$ cat src/hdl/vga_pkg.sv
`default_nettype none

package vga_pkg;

    // ~~~~~~~~~~~~~~~~~~~~~~~~~~~~~~~~~~~~~~~~~~~~~~~~~~~~~~~~~~~~~~~~~~~~
    // 640x480 at 60 Hz, 25 MHz pixel clock
    // ~~~~~~~~~~~~~~~~~~~~~~~~~~~~~~~~~~~~~~~~~~~~~~~~~~~~~~~~~~~~~~~~~~~~
    localparam int H_ACTIVE = 640;
    localparam int H_FRONT  = 16;
    localparam int H_SYNC   = 96;
    localparam int H_BACK   = 48;
    localparam int H_TOTAL  = H_ACTIVE + H_FRONT + H_SYNC + H_BACK;  // 800

    localparam int V_ACTIVE = 480;
    localparam int V_FRONT  = 10;
    localparam int V_SYNC   = 2;
    localparam int V_BACK   = 33;
    localparam int V_TOTAL  = V_ACTIVE + V_FRONT + V_SYNC + V_BACK;  // 525

    localparam int HS_START = H_ACTIVE + H_FRONT;                     // 656
    localparam int HS_END   = HS_START + H_SYNC;                      // First pixel after pulse
    localparam int VS_START = V_ACTIVE + V_FRONT;                     // 490
    localparam int VS_END   = VS_START + V_SYNC;                      // First line after pulse

    localparam int POS_W    = 10;
    localparam int COLOR_W  = 4;

    // ~~~~~~~~~~~~~~~~~~~~~~~~~~~~~~~~~~~~~~~~~~~~~~~~~~~~~~~~~~~~~~~~~~~~
    // Pattern geometry and star generator
    // ~~~~~~~~~~~~~~~~~~~~~~~~~~~~~~~~~~~~~~~~~~~~~~~~~~~~~~~~~~~~~~~~~~~~
    localparam int RING_OFFSET = 5;
    localparam int MARGIN      = 20;
    localparam int STAR_SIZE   = 256;

    localparam int                  LFSR_W    = 16;
    localparam logic [LFSR_W-1:0]   LFSR_TAPS = 16'b1000000001011;
    localparam logic [LFSR_W-1:0]   LFSR_SEED = 16'h0001;          // Must not be zero

endpackage

`default_nettype wire

$ cat src/hdl/vga_timing.sv
`timescale 1ns/1ps
`default_nettype none

module vga_timing
    import vga_pkg::*;
(
    input  logic             clk,
    input  logic             rst,
    output logic [POS_W-1:0] hpos,
    output logic [POS_W-1:0] vpos,
    output logic             display_on,
    output logic             hsync,
    output logic             vsync
);

    logic [POS_W-1:0] h_next;
    logic [POS_W-1:0] v_next;

    // ~~~~~~~~~~~~~~~~~~~~~~~~~~~~~~~~~~~~~~~~~~~~~~~~~~~~~~~~~~~~~~~~~~~~
    // Next position
    // ~~~~~~~~~~~~~~~~~~~~~~~~~~~~~~~~~~~~~~~~~~~~~~~~~~~~~~~~~~~~~~~~~~~~
    always_comb begin
        h_next = hpos + 1'b1;
        v_next = vpos;
        if (hpos == POS_W'(H_TOTAL - 1)) begin
            h_next = '0;                                   // End of line
            if (vpos == POS_W'(V_TOTAL - 1)) begin
                v_next = '0;                               // End of frame
            end else begin
                v_next = vpos + 1'b1;
            end
        end
    end

    // ~~~~~~~~~~~~~~~~~~~~~~~~~~~~~~~~~~~~~~~~~~~~~~~~~~~~~~~~~~~~~~~~~~~~
    // Counters and per-pixel flags
    // ~~~~~~~~~~~~~~~~~~~~~~~~~~~~~~~~~~~~~~~~~~~~~~~~~~~~~~~~~~~~~~~~~~~~
    // Flags are decoded from h_next/v_next so they land in the same cycle
    // as the position they describe
    always_ff @(posedge clk) begin
        if (rst) begin
            hpos       <= '0;
            vpos       <= '0;
            display_on <= 1'b1;                            // (0,0) is visible
            hsync      <= 1'b1;
            vsync      <= 1'b1;
        end else begin
            hpos       <= h_next;
            vpos       <= v_next;
            display_on <= (h_next < POS_W'(H_ACTIVE)) && (v_next < POS_W'(V_ACTIVE));
            hsync      <= !((h_next >= POS_W'(HS_START)) && (h_next < POS_W'(HS_END)));
            vsync      <= !((v_next >= POS_W'(VS_START)) && (v_next < POS_W'(VS_END)));
        end
    end

    // ~~~~~~~~~~~~~~~~~~~~~~~~~~~~~~~~~~~~~~~~~~~~~~~~~~~~~~~~~~~~~~~~~~~~
    // Checks
    // ~~~~~~~~~~~~~~~~~~~~~~~~~~~~~~~~~~~~~~~~~~~~~~~~~~~~~~~~~~~~~~~~~~~~
    a_pos_range : assert property (
        @(posedge clk) disable iff (rst)
        (hpos < POS_W'(H_TOTAL)) && (vpos < POS_W'(V_TOTAL))
    ) else $error("vga_timing: position out of range (%0d,%0d)", hpos, vpos);

    a_hsync_window : assert property (
        @(posedge clk) disable iff (rst)
        !hsync |-> ((hpos >= POS_W'(HS_START)) && (hpos < POS_W'(HS_END)))
    ) else $error("vga_timing: hsync low at hpos %0d", hpos);

endmodule

`default_nettype wire

$ cat src/hdl/lfsr_galois.sv
`timescale 1ns/1ps
`default_nettype none

module lfsr_galois
    import vga_pkg::*;
(
    input  logic              clk,
    input  logic              rst,
    input  logic              enable,
    output logic [LFSR_W-1:0] state
);

    logic [LFSR_W-1:0] shifted;
    logic [LFSR_W-1:0] state_next;

    always_comb begin
        shifted    = {state[LFSR_W-2:0], 1'b0};
        state_next = shifted;
        if (state[LFSR_W-1]) begin
            state_next = shifted ^ LFSR_TAPS;              // Feedback on the dropped MSB
        end
    end

    always_ff @(posedge clk) begin
        if (rst) begin
            state <= LFSR_SEED;
        end else if (enable) begin
            state <= state_next;
        end
    end

    // Zero is a lock-up state of the Galois form
    a_state_nonzero : assert property (
        @(posedge clk) disable iff (rst)
        state != '0
    ) else $error("lfsr_galois: state reached zero");

endmodule

`default_nettype wire

$ cat src/hdl/test_pattern.sv
`timescale 1ns/1ps
`default_nettype none

module test_pattern
    import vga_pkg::*;
(
    input  logic             clk,
    input  logic             rst,
    input  logic [POS_W-1:0] hpos,
    input  logic [POS_W-1:0] vpos,
    output logic [2:0]       color
);

    logic [2:0] rgb;
    logic       in_margin;

    // True on the ring drawn off pixels in from every edge
    function automatic logic on_ring(input logic [POS_W-1:0] x,
                                     input logic [POS_W-1:0] y,
                                     input int               off);
        return (x == POS_W'(off)) || (x == POS_W'(H_ACTIVE - 1 - off)) ||
               (y == POS_W'(off)) || (y == POS_W'(V_ACTIVE - 1 - off));
    endfunction

    // Bottom margin reaches one line further up than the other three
    assign in_margin = (hpos <  POS_W'(MARGIN))                ||
                       (hpos >  POS_W'(H_ACTIVE - 1 - MARGIN)) ||
                       (vpos <  POS_W'(MARGIN))                ||
                       (vpos >= POS_W'(V_ACTIVE - 1 - MARGIN));

    always_comb begin
        if (on_ring(hpos, vpos, 0)) begin
            rgb = 3'b100;                                  // Red, outer edge
        end else if (on_ring(hpos, vpos, RING_OFFSET)) begin
            rgb = 3'b010;                                  // Green
        end else if (on_ring(hpos, vpos, 2 * RING_OFFSET)) begin
            rgb = 3'b001;                                  // Blue
        end else if (in_margin) begin
            rgb = 3'b000;
        end else begin
            rgb = {1'b0, vpos[4], hpos[3] ^ vpos[3]};      // Checkerboard
        end
    end

    always_ff @(posedge clk) begin
        if (rst) begin
            color <= 3'b000;
        end else begin
            color <= rgb;
        end
    end

endmodule

`default_nettype wire

$ cat src/hdl/starfield.sv
`timescale 1ns/1ps
`default_nettype none

module starfield
    import vga_pkg::*;
(
    input  logic             clk,
    input  logic             rst,
    input  logic [POS_W-1:0] hpos,
    input  logic [POS_W-1:0] vpos,
    output logic             star_region,
    output logic [2:0]       color
);

    logic              region;
    logic [LFSR_W-1:0] lfsr_state;
    logic              star_on;
    logic [2:0]        star_rgb;

    // ~~~~~~~~~~~~~~~~~~~~~~~~~~~~~~~~~~~~~~~~~~~~~~~~~~~~~~~~~~~~~~~~~~~~
    // Region decode and noise source
    // ~~~~~~~~~~~~~~~~~~~~~~~~~~~~~~~~~~~~~~~~~~~~~~~~~~~~~~~~~~~~~~~~~~~~
    assign region = (hpos < POS_W'(STAR_SIZE)) && (vpos < POS_W'(STAR_SIZE));

    // Steps once per pixel inside the square, so the sequence carries
    // on from one frame to the next
    lfsr_galois i_lfsr (
        .clk    (clk),
        .rst    (rst),
        .enable (region),
        .state  (lfsr_state)
    );

    // ~~~~~~~~~~~~~~~~~~~~~~~~~~~~~~~~~~~~~~~~~~~~~~~~~~~~~~~~~~~~~~~~~~~~
    // Star colour
    // ~~~~~~~~~~~~~~~~~~~~~~~~~~~~~~~~~~~~~~~~~~~~~~~~~~~~~~~~~~~~~~~~~~~~
    assign star_on  = &lfsr_state[15:9];                   // About 1 in 128 pixels
    assign star_rgb = star_on ? lfsr_state[2:0] : 3'b000;  // State before this step

    always_ff @(posedge clk) begin
        if (rst) begin
            star_region <= 1'b0;
            color       <= 3'b000;
        end else begin
            star_region <= region;
            color       <= star_rgb;
        end
    end

endmodule

`default_nettype wire

$ cat src/hdl/vga_pattern_top.sv
`timescale 1ns/1ps
`default_nettype none

module vga_pattern_top
    import vga_pkg::*;
(
    input  logic               clk,
    input  logic               rst,
    output logic               hsync,
    output logic               vsync,
    output logic [COLOR_W-1:0] red,
    output logic [COLOR_W-1:0] green,
    output logic [COLOR_W-1:0] blue
);

    logic [POS_W-1:0] hpos;
    logic [POS_W-1:0] vpos;
    logic             display_on;
    logic             hsync_raw;
    logic             vsync_raw;

    logic [2:0]       pattern_color;
    logic [2:0]       star_color;
    logic             star_region;

    logic             display_on_d;
    logic             hsync_d;
    logic             vsync_d;
    logic [2:0]       pixel;

    // ~~~~~~~~~~~~~~~~~~~~~~~~~~~~~~~~~~~~~~~~~~~~~~~~~~~~~~~~~~~~~~~~~~~~
    // Sources
    // ~~~~~~~~~~~~~~~~~~~~~~~~~~~~~~~~~~~~~~~~~~~~~~~~~~~~~~~~~~~~~~~~~~~~
    vga_timing i_timing (
        .clk        (clk),
        .rst        (rst),
        .hpos       (hpos),
        .vpos       (vpos),
        .display_on (display_on),
        .hsync      (hsync_raw),
        .vsync      (vsync_raw)
    );

    test_pattern i_pattern (
        .clk   (clk),
        .rst   (rst),
        .hpos  (hpos),
        .vpos  (vpos),
        .color (pattern_color)
    );

    starfield i_stars (
        .clk         (clk),
        .rst         (rst),
        .hpos        (hpos),
        .vpos        (vpos),
        .star_region (star_region),
        .color       (star_color)
    );

    // ~~~~~~~~~~~~~~~~~~~~~~~~~~~~~~~~~~~~~~~~~~~~~~~~~~~~~~~~~~~~~~~~~~~~
    // Pixel mixer, two stages from position to pins
    // ~~~~~~~~~~~~~~~~~~~~~~~~~~~~~~~~~~~~~~~~~~~~~~~~~~~~~~~~~~~~~~~~~~~~
    always_comb begin
        pixel = star_region ? star_color : pattern_color;
        if (!display_on_d) begin
            pixel = 3'b000;                                // Blanking
        end
    end

    always_ff @(posedge clk) begin
        if (rst) begin
            display_on_d <= 1'b0;
            hsync_d      <= 1'b1;
            vsync_d      <= 1'b1;
            hsync        <= 1'b1;
            vsync        <= 1'b1;
            red          <= '0;
            green        <= '0;
            blue         <= '0;
        end else begin
            display_on_d <= display_on;                    // Same stage as the colours
            hsync_d      <= hsync_raw;
            vsync_d      <= vsync_raw;
            hsync        <= hsync_d;
            vsync        <= vsync_d;
            red          <= {COLOR_W{pixel[2]}};
            green        <= {COLOR_W{pixel[1]}};
            blue         <= {COLOR_W{pixel[0]}};
        end
    end

    a_blank_outside_active : assert property (
        @(posedge clk) disable iff (rst)
        !display_on_d |=> ((red == '0) && (green == '0) && (blue == '0))
    ) else $error("vga_pattern_top: colour driven during blanking");

endmodule

`default_nettype wire

$ cat config.mk
export PLATFORM = sky130hd
export DESIGN_NAME = vga_pattern_top
export DESIGN_NICKNAME = d
export VERILOG_FILES = /design/src/hdl/vga_pkg.sv /design/src/hdl/vga_timing.sv /design/src/hdl/lfsr_galois.sv /design/src/hdl/test_pattern.sv /design/src/hdl/starfield.sv /design/src/hdl/vga_pattern_top.sv
export SDC_FILE = /design/constraint.sdc
export NUM_CORES = 1
export LEC_CHECK = 0
export ABC_CLOCK_PERIOD_IN_PS = 2050
export BUFFER_PORTS_ARGS = -buffer_cell sky130_fd_sc_hd__buf_2
export CAP_MARGIN = 5
export CORE_MARGIN = 5
export CORE_UTILIZATION = 60
export DETAILED_ROUTE_END_ITERATION = 10
export MAX_ROUTING_LAYER = met4
export PLACE_DENSITY = 0.79
export REMOVE_ABC_BUFFERS = 1
export SLEW_MARGIN = 20
export SYNTH_ARGS = -nofsm -noshare
export SYNTH_HDL_FRONTEND = slang
export SYNTH_SLANG_ARGS = --single-unit
$ cat constraint.sdc
create_clock -name clk -period 2.05 [get_ports clk]
set_clock_uncertainty 0.15 [all_clocks]
set_input_delay 0.1025 -clock clk [delete_from_list [all_inputs] [get_ports clk]]
set_output_delay 0.1025 -clock clk [all_outputs]
set_load 0.01 [all_outputs]
==> impl_metrics.py, run 1 <==
metrics = {
    "sta": {
        "total_neg_setup_slack_ns": 0,
        "finalCriticalPeriod_ns": 1.96,
        "final_number_of_setup_violating_endpoints": 0,
        "grt_setup_unrepaired": "false",
        "finalHoldViolCount": 0,
        "worst_slew_margin_rel_pct": 67.5,
        "final.period_utilization_pct": 95.8,
        "worst_pin_slew_ns": 0.487,
        "worst_hold_slack_ns": 0.00783,
        "number_of_pins_with_negative_max_slew_slack_in_the_final_report": 0,
        "max_clock_freq_mhz": 509,
    },
    "detailed_routing": {
        "drc": 0,
        "first_iter_violations": 151,
        "wirelength_mm": 6.16,
        "via_count": 2460,
        "drt_first_pass_iters": 4,
        "drt-vias-per-instance": 6.07,
        "final_antenna_net_count": 0,
        "wire_length_per_cell_after_detailed_routing_um": 15.2,
    },
    "synth": {
        "synth.ff_latch_count": 54,
        "syn-instance-count": 333,
        "netlist_top_cells_count": "54 x dfxtp_1, 42 x nand2_1, 32 x nor2_1",
        "count_of_flip_flops_with_a_built_in_enable_after_synthesis": 0,
        "syn-mean-instance-area_sq_um": 8.41,
        "dominant_cell_type_by_area_after_synthesis": "dfxtp_1",
        "leading_post_synthesis_cells_by_cell_area": "dfxtp_1 39%, nand2_1 5.6%, nor2_1 4.3%, xnor2_1 3.8%, ha_1 3.6%",
        "ys_types": 55,
        "yosys_most_used_dff": "dfxtp_1",
        "yosysMostFrequentCell": "dfxtp_1",
        "async_sr_flop_fraction_pct": 0,
        "yosys_warnings": 0,
        "part_of_the_yosys_area_used_for_sequential_elements_pct": 38.6,
        "synth.top_cell.area_share_pct": 38.6,
        "netlist_area_sq_um": 2800,
    },
    "power": {
        "p_leak_nw": 1.15,
        "total_switching_power_w": 0.000417,
        "clockPowerShare_pct": 36.1,
        "sequentialPowerShare_pct": 60.1,
        "internal-power_w": 0.00137,
        "power.switching_fraction_pct": 23.3,
        "cellPowerDensity_nw_per_um2": 573,
        "power.ir.vdd_worst_uv": 329,
        "combPwrFrac_pct": 3.8,
        "finalPower_w": 0.00179,
    },
    "critical_path": {
        "cp_max_fo": 4,
        "r2r_start": "i_timing.hpos[1]",
        "critical_path_required_time_ns": 2.10,
        "startpoint_type": "flop",
        "path_cells": "ha_4 > and4_1 > and3_1 > buf_4 > a21o_1 > a211oi_4 > nand4_1",
        "cpPeakStageDelay_ns": 0.37,
        "worst-r2r-setup-slack_ns": 0.09,
        "timing_worst_setup_path_type": "reg2reg",
        "arrival_ns": 2.02,
        "regToRegEndpoint": "i_timing.vsync",
        "reg2regPathDepth": 7,
        "cp_slowest_cell": "dfxtp_4",
        "end_kind": "flop",
    },
    "min_path": {
        "worstHoldPathType": "in2reg",
        "min_to": "i_timing.hpos[8]",
        "min_delay_path_depth": 2,
        "hold_path.startpoint": "rst",
    },
    "grt": {
        "grt_pass1_wl_mm": 10.3,
        "track_usage_pct": 21.3,
        "first_global_vias": 2219,
        "grt_max_degree": 20,
        "grt-ovfl-total": 0,
        "number_of_antenna_violations_at_the_first_check_in_global_routing": 0,
    },
    "outcome": {
        "run_status": "finished, final reports clean",
    },
    "clock_network": {
        "cts_tree": "yes",
        "numClockSinks": 54,
        "clock_latency_ns": 0.32,
        "cts_root_buf": "clkbuf_8",
        "path_clk_slew_ns": 0.11,
        "max-clock-path-buffers": 2,
        "cts.htree.levels": 2,
        "cts_inserted_buffers": 5,
    },
    "floorplanning": {
        "die_width_um": 78.3,
        "io_pins": 16,
        "die_h_um": 78.3,
        "initial_core_utilization_pct": 63.0,
        "die_area_sq_um": 6140,
        "core_region_area_sq_um": 4440,
        "fp-row-count": 24,
    },
    "cells_and_area": {
        "layout-area-overhead-vs-synth_pct": 11.3,
        "finalNetCount": 362,
        "multi_input_comb_area_sq_um": 1530,
        "finalInstanceArea_sq_um": 3120,
        "final-seq-area_sq_um": 1090,
        "fill_cell_total_of_the_finished_layout": 368,
        "insertedDiodeCount": 0,
        "proportion_of_layout_cells_with_a_drive_suffix_above_1_pct": 22.7,
    },
    "run": {
        "total_of_max_cap_violations": 0,
    },
    "place": {
        "placement.cell_area_sq_um": 2920,
        "place.port_buffers": 15,
        "gp_weighted_congestion": 0.928,
        "post_dp_hpwl_mm": 4.41,
    },
}
[logic make-up (layout without fill, tap and decap cells)]
group / count (synthesis) / count (layout) / share of synthesized area [%]
AOI/OAI and AO/OA: 58 / 58 / 13.8
adders and majority gates: 8 / 8 / 3.57
DFF: 54 / 54 / 38.6
xor gates and xnor gates: 18 / 18 / 5.63
buffers and inverters: 42 / 62 / 8.75
muxes: 3 / 3 / 1.07
and+or+nand+nor: 150 / 150 / 28.6
[placed cells by master (no fill, tap or decap), drive strengths merged, types with 3 or more instances in the layout]
cell / count
a211oi: 8
a21oi: 19
and2: 5
and3: 3
and4: 3
buf: 45
clkbuf: 6
dfxtp: 54
ha: 8
inv: 9
mux2i: 3
nand2: 42
nand2b: 3
nand3: 13
nand3b: 4
nand4: 10
nor2: 32
nor2b: 3
nor3: 7
nor3b: 3
nor4: 8
o21ai: 9
or2: 4
or3: 3
xnor2: 12
xor2: 6
[worst max-delay path: cells and delay by family, from the launching register on]
kind | cells | cell delay, ns
fa+ha+maj | 1 | 0.15
compound gates | 2 | 0.46
buf+inv | 1 | 0.18
simple gates | 3 | 0.54
flops | 1 | 0.37
[routing by layer]
metal	up-vias	part of all wire [%]	wire length, um	global-route usage (%)
met3	21	6.6	405	4.00
li1	1190	-	-	-
met1	1148	45	2760	27.5
met4	0	2.5	155	6.82
met2	101	46	2840	33.8
met5	-	0	0	-
[what timing repair did]
action,in CTS,in global routing
hold buffers,0,0
gates resized for setup,0,20
setup buffers,0,5
endpoints found under the hold margin,0,0
setup endpoints to repair,0,4
[state kept, by name (all words and copies together), names as in the netlist]
| register | count |
|---|---|
| i_stars.i_lfsr.state | 16 |
| i_timing.hpos | 10 |
| i_timing.vpos | 10 |
| i_pattern.color | 3 |
| i_stars.color | 3 |
| blue | 1 |
| display_on_d | 1 |
| green | 1 |
| hsync | 1 |
| hsync_d | 1 |
| i_stars.star_region | 1 |
| i_timing.display_on | 1 |
| i_timing.hsync | 1 |
| i_timing.vsync | 1 |
| red | 1 |
| vsync | 1 |
| vsync_d | 1 |
[through the flow]
step                util [%]  worst slack (ns)  cells
global placement        65.7             0.103    392
CTS                     67.9            0.0513    400
detailed placement      65.7            0.0861    392
floorplan                  -            0.0118    300
global route            70.2           0.00335    405
finish                  70.2            0.0866    405
[power groups by stage]
stage                logic, W  registers [W]  clock network [W]
floorplan           0.0000293        0.00110                  0
global placement    0.0000612        0.00110                  0
detailed placement  0.0000625        0.00110                  0
CTS                 0.0000628        0.00107           0.000657
global route        0.0000774        0.00108           0.000716
finish              0.0000683        0.00107           0.000645
[cell type report]
type / count / area share (%)
Sequential cell: 54 / 35.0
Clock inverter: 2 / 0.562
Multi-Input combinational cell: 237 / 49.0
Inverter: 9 / 1.08
Timing Repair Buffer: 45 / 9.63
Tap cell: 52 / 2.09
Clock buffer: 6 / 2.65
[worst max-delay path by stage]
stage          slack [ns]             start  cells past startpoint                  end
6_report             0.09  i_timing.hpos[1]                      7       i_timing.vsync
5_1_grt             0.003  i_timing.vpos[1]                      8  i_timing.display_on
4_1_cts              0.05  i_timing.hpos[4]                      5  i_timing.display_on
3_5_place_dp         0.09  i_timing.hpos[4]                      5  i_timing.display_on
3_3_place_gp         0.10  i_timing.hpos[1]                      7       i_timing.vsync
2_1_floorplan        0.01  i_timing.hpos[0]                      6       i_timing.vsync
No activity file was read; power rests on OpenSTA's default activity.
==> inputs of run 2 (changes only) <==
--- a/config.mk
+++ b/config.mk
@@ -9,11 +9,13 @@
 export BUFFER_PORTS_ARGS = -buffer_cell sky130_fd_sc_hd__buf_2
 export CAP_MARGIN = 5
 export CORE_MARGIN = 5
-export CORE_UTILIZATION = 60
+export CORE_UTILIZATION = 63
+export CTS_BUF_LIST = sky130_fd_sc_hd__clkbuf_8
 export DETAILED_ROUTE_END_ITERATION = 10
 export MAX_ROUTING_LAYER = met4
-export PLACE_DENSITY = 0.79
+export PLACE_DENSITY = 0.82
 export REMOVE_ABC_BUFFERS = 1
+export SKIP_LAST_GASP = 1
 export SLEW_MARGIN = 20
 export SYNTH_ARGS = -nofsm -noshare
 export SYNTH_HDL_FRONTEND = slang
==> run 2 against run 1 <==
Final area down 2.1%. Count of clock-buffer cells in the layout shrank 1. Critical endpoint unchanged. Non-clock buffer count down 7. Critical path type unchanged. Utilization is 0.42 points higher. Largest power group unchanged. First-iteration DRC count increased by 30%. Sequential power barely moved. Worst setup slack lost 0.034 ns. Combinational power fell by 3.1%. Worst hold slack worse by 0.00058 ns. Routed wire length is 4.7% lower. Via count decreased by 3.4%.
==> impl_metrics.py, run 2 (synthesis gave the netlist of run 1 again) <==
metrics = {
    "cells_and_area": {
        "layout-area-overhead-vs-synth_pct": 8.93,
        "mostFrequentLayoutCells": "48 x dfxtp_1, 42 x nand2_1, 32 x nor2_1, 22 x buf_4, 19 x a21oi_1",
        "proportion_of_layout_cells_with_a_drive_suffix_above_1_pct": 19.7,
        "mostFrequentLayoutCell": "dfxtp_1",
        "layout.cells.non_filler": 398,
        "top_regs": "i_stars.i_lfsr.state (16), i_timing.hpos (10), i_timing.vpos (10)",
        "fill_cell_total_of_the_finished_layout": 337,
        "finalNetCount": 355,
        "registers.top_by_ff_count": "i_stars.i_lfsr.state",
        "largest_register_ffs": 16,
        "insertedDiodeCount": 0,
    },
    "clock_network": {
        "path_clk_slew_ns": 0.09,
        "numClockSinks": 54,
        "cts_inserted_buffers": 5,
        "clock_latency_ns": 0.31,
        "cts.htree.levels": 2,
        "cts_root_buf": "clkbuf_8",
        "cts_tree": "yes",
        "max-clock-path-buffers": 2,
        "holdBufCountCts": 0,
    },
    "critical_path": {
        "cpPeakStageDelay_ns": 0.42,
        "startpoint_type": "flop",
        "path_cells": "or3b_1 > nor4_2 > xnor2_1 > a211oi_2 > nand4_1",
        "critical_path_required_time_ns": 2.09,
        "end_kind": "flop",
        "arrival_ns": 2.04,
        "cp_slowest_cell": "or3b_1",
        "timing.critical_path.max_delay_family": "simple AND/OR/NAND/NOR gates",
        "timing_worst_setup_path_type": "reg2reg",
        "cp_max_fo": 13,
        "path_buf_inv": 0,
    },
    "sta": {
        "grt_setup_unrepaired": "false",
        "final_number_of_setup_violating_endpoints": 0,
        "number_of_pins_with_negative_max_slew_slack_in_the_final_report": 0,
        "final.period_utilization_pct": 97.4,
        "worst_slew_margin_rel_pct": 67.4,
        "worst_pin_slew_ns": 0.489,
        "total_neg_setup_slack_ns": 0,
        "finalHoldViolCount": 0,
        "max_clock_freq_mhz": 501,
        "finalCriticalPeriod_ns": 2.00,
    },
    "place": {
        "place_inst": 389,
        "gp_weighted_congestion": 0.903,
        "place.port_buffers": 15,
        "post_dp_hpwl_mm": 4.25,
    },
    "floorplanning": {
        "die_h_um": 76.7,
        "initial_core_utilization_pct": 64.8,
        "die_width_um": 76.7,
        "core_region_area_sq_um": 4320,
        "fp-row-count": 24,
        "die_area_sq_um": 5880,
        "io_pins": 16,
    },
    "detailed_routing": {
        "wire_length_per_cell_after_detailed_routing_um": 14.7,
        "drc": 0,
        "drt-vias-per-instance": 5.97,
        "drt_first_pass_iters": 5,
        "final_antenna_net_count": 0,
        "wirelength_mm": 5.87,
        "via_count": 2377,
        "first_iter_violations": 197,
    },
    "grt": {
        "grt_pass1_wl_mm": 10.0,
        "grt_max_degree": 25,
        "track_usage_pct": 20.8,
        "grt-ovfl-total": 0,
        "first_global_vias": 2152,
        "number_of_antenna_violations_at_the_first_check_in_global_routing": 0,
    },
    "outcome": {
        "run_status": "finished, final reports clean",
    },
    "power": {
        "p_leak_nw": 1.12,
        "power.ir.vdd_worst_uv": 320,
        "cellPowerDensity_nw_per_um2": 602,
    },
    "min_path": {
        "worstHoldPathType": "in2reg",
    },
    "run": {
        "total_of_max_cap_violations": 0,
    },
}
==> run 2: cell count changes in the layout (fill, tap and decap cells not counted), moves of 2 or more <==
cell,before,now
inv_1,7,10
buf_4,30,22
inv_2,2,0
clkinv_4,2,0
==> run 2: metrics by stage <==
| stage | area, sq um | total power [W] | worst slack, ns | hold slack [ns] | utilization (%) |
|---|---|---|---|---|---|
| floorplan | 2590 | 0.00113 | 0.0118 | 0.0216 | - |
| global placement | 2910 | 0.00116 | 0.127 | 0.242 | 67.2 |
| detailed placement | 2910 | 0.00116 | 0.0707 | 0.244 | 67.2 |
| CTS | 3020 | 0.00185 | 0.0201 | 0.00861 | 69.8 |
| global route | 3050 | 0.00191 | 0.00637 | 0.0250 | 70.6 |
| finish | 3050 | 0.00184 | 0.0524 | 0.00725 | 70.6 |
==> run 2: area by class of cell <==
type	count	area, sq um	area share, %
Timing Repair Buffer	38	260	8.53
Clock inverter	3	41.3	1.35
Tap cell	52	65.1	2.13
Multi-Input combinational cell	237	1490	49.0
Sequential cell	54	1090	35.7
Inverter	9	33.8	1.11
Clock buffer	5	68.8	2.26
==> run 2: worst paths after layout <==
kind                          from          endpoint  slack [ns]  cells past startpoint
setup / recovery  i_timing.hpos[5]    i_timing.vsync        0.05                      5
hold / removal                 rst  i_timing.hpos[4]       0.007                      2
setup reg to reg  i_timing.hpos[5]    i_timing.vsync        0.05                      5
hold reg to reg     i_timing.hsync           hsync_d        0.26                      1
==> run 2: routing by layer <==
layer	global-route usage, %	wire, um
met2	33.3	2790
met1	26.1	2580
met5	-	0
met4	6.99	101
met3	4.22	394
==> run 2: repair_timing <==
item	4_1_cts	5_1_grt
setup buffers	0	1
setup endpoints to repair	0	12
resized for setup	0	11
==> run 2: power breakdown <==
| part | internal [W] | switching [W] | leakage, nW |
|---|---|---|---|
| combinational | 0.0000277 | 0.0000386 | 0.628 |
| clock | 0.000360 | 0.000338 | 0.0556 |
| sequential | 0.00106 | 0.0000106 | 0.441 |
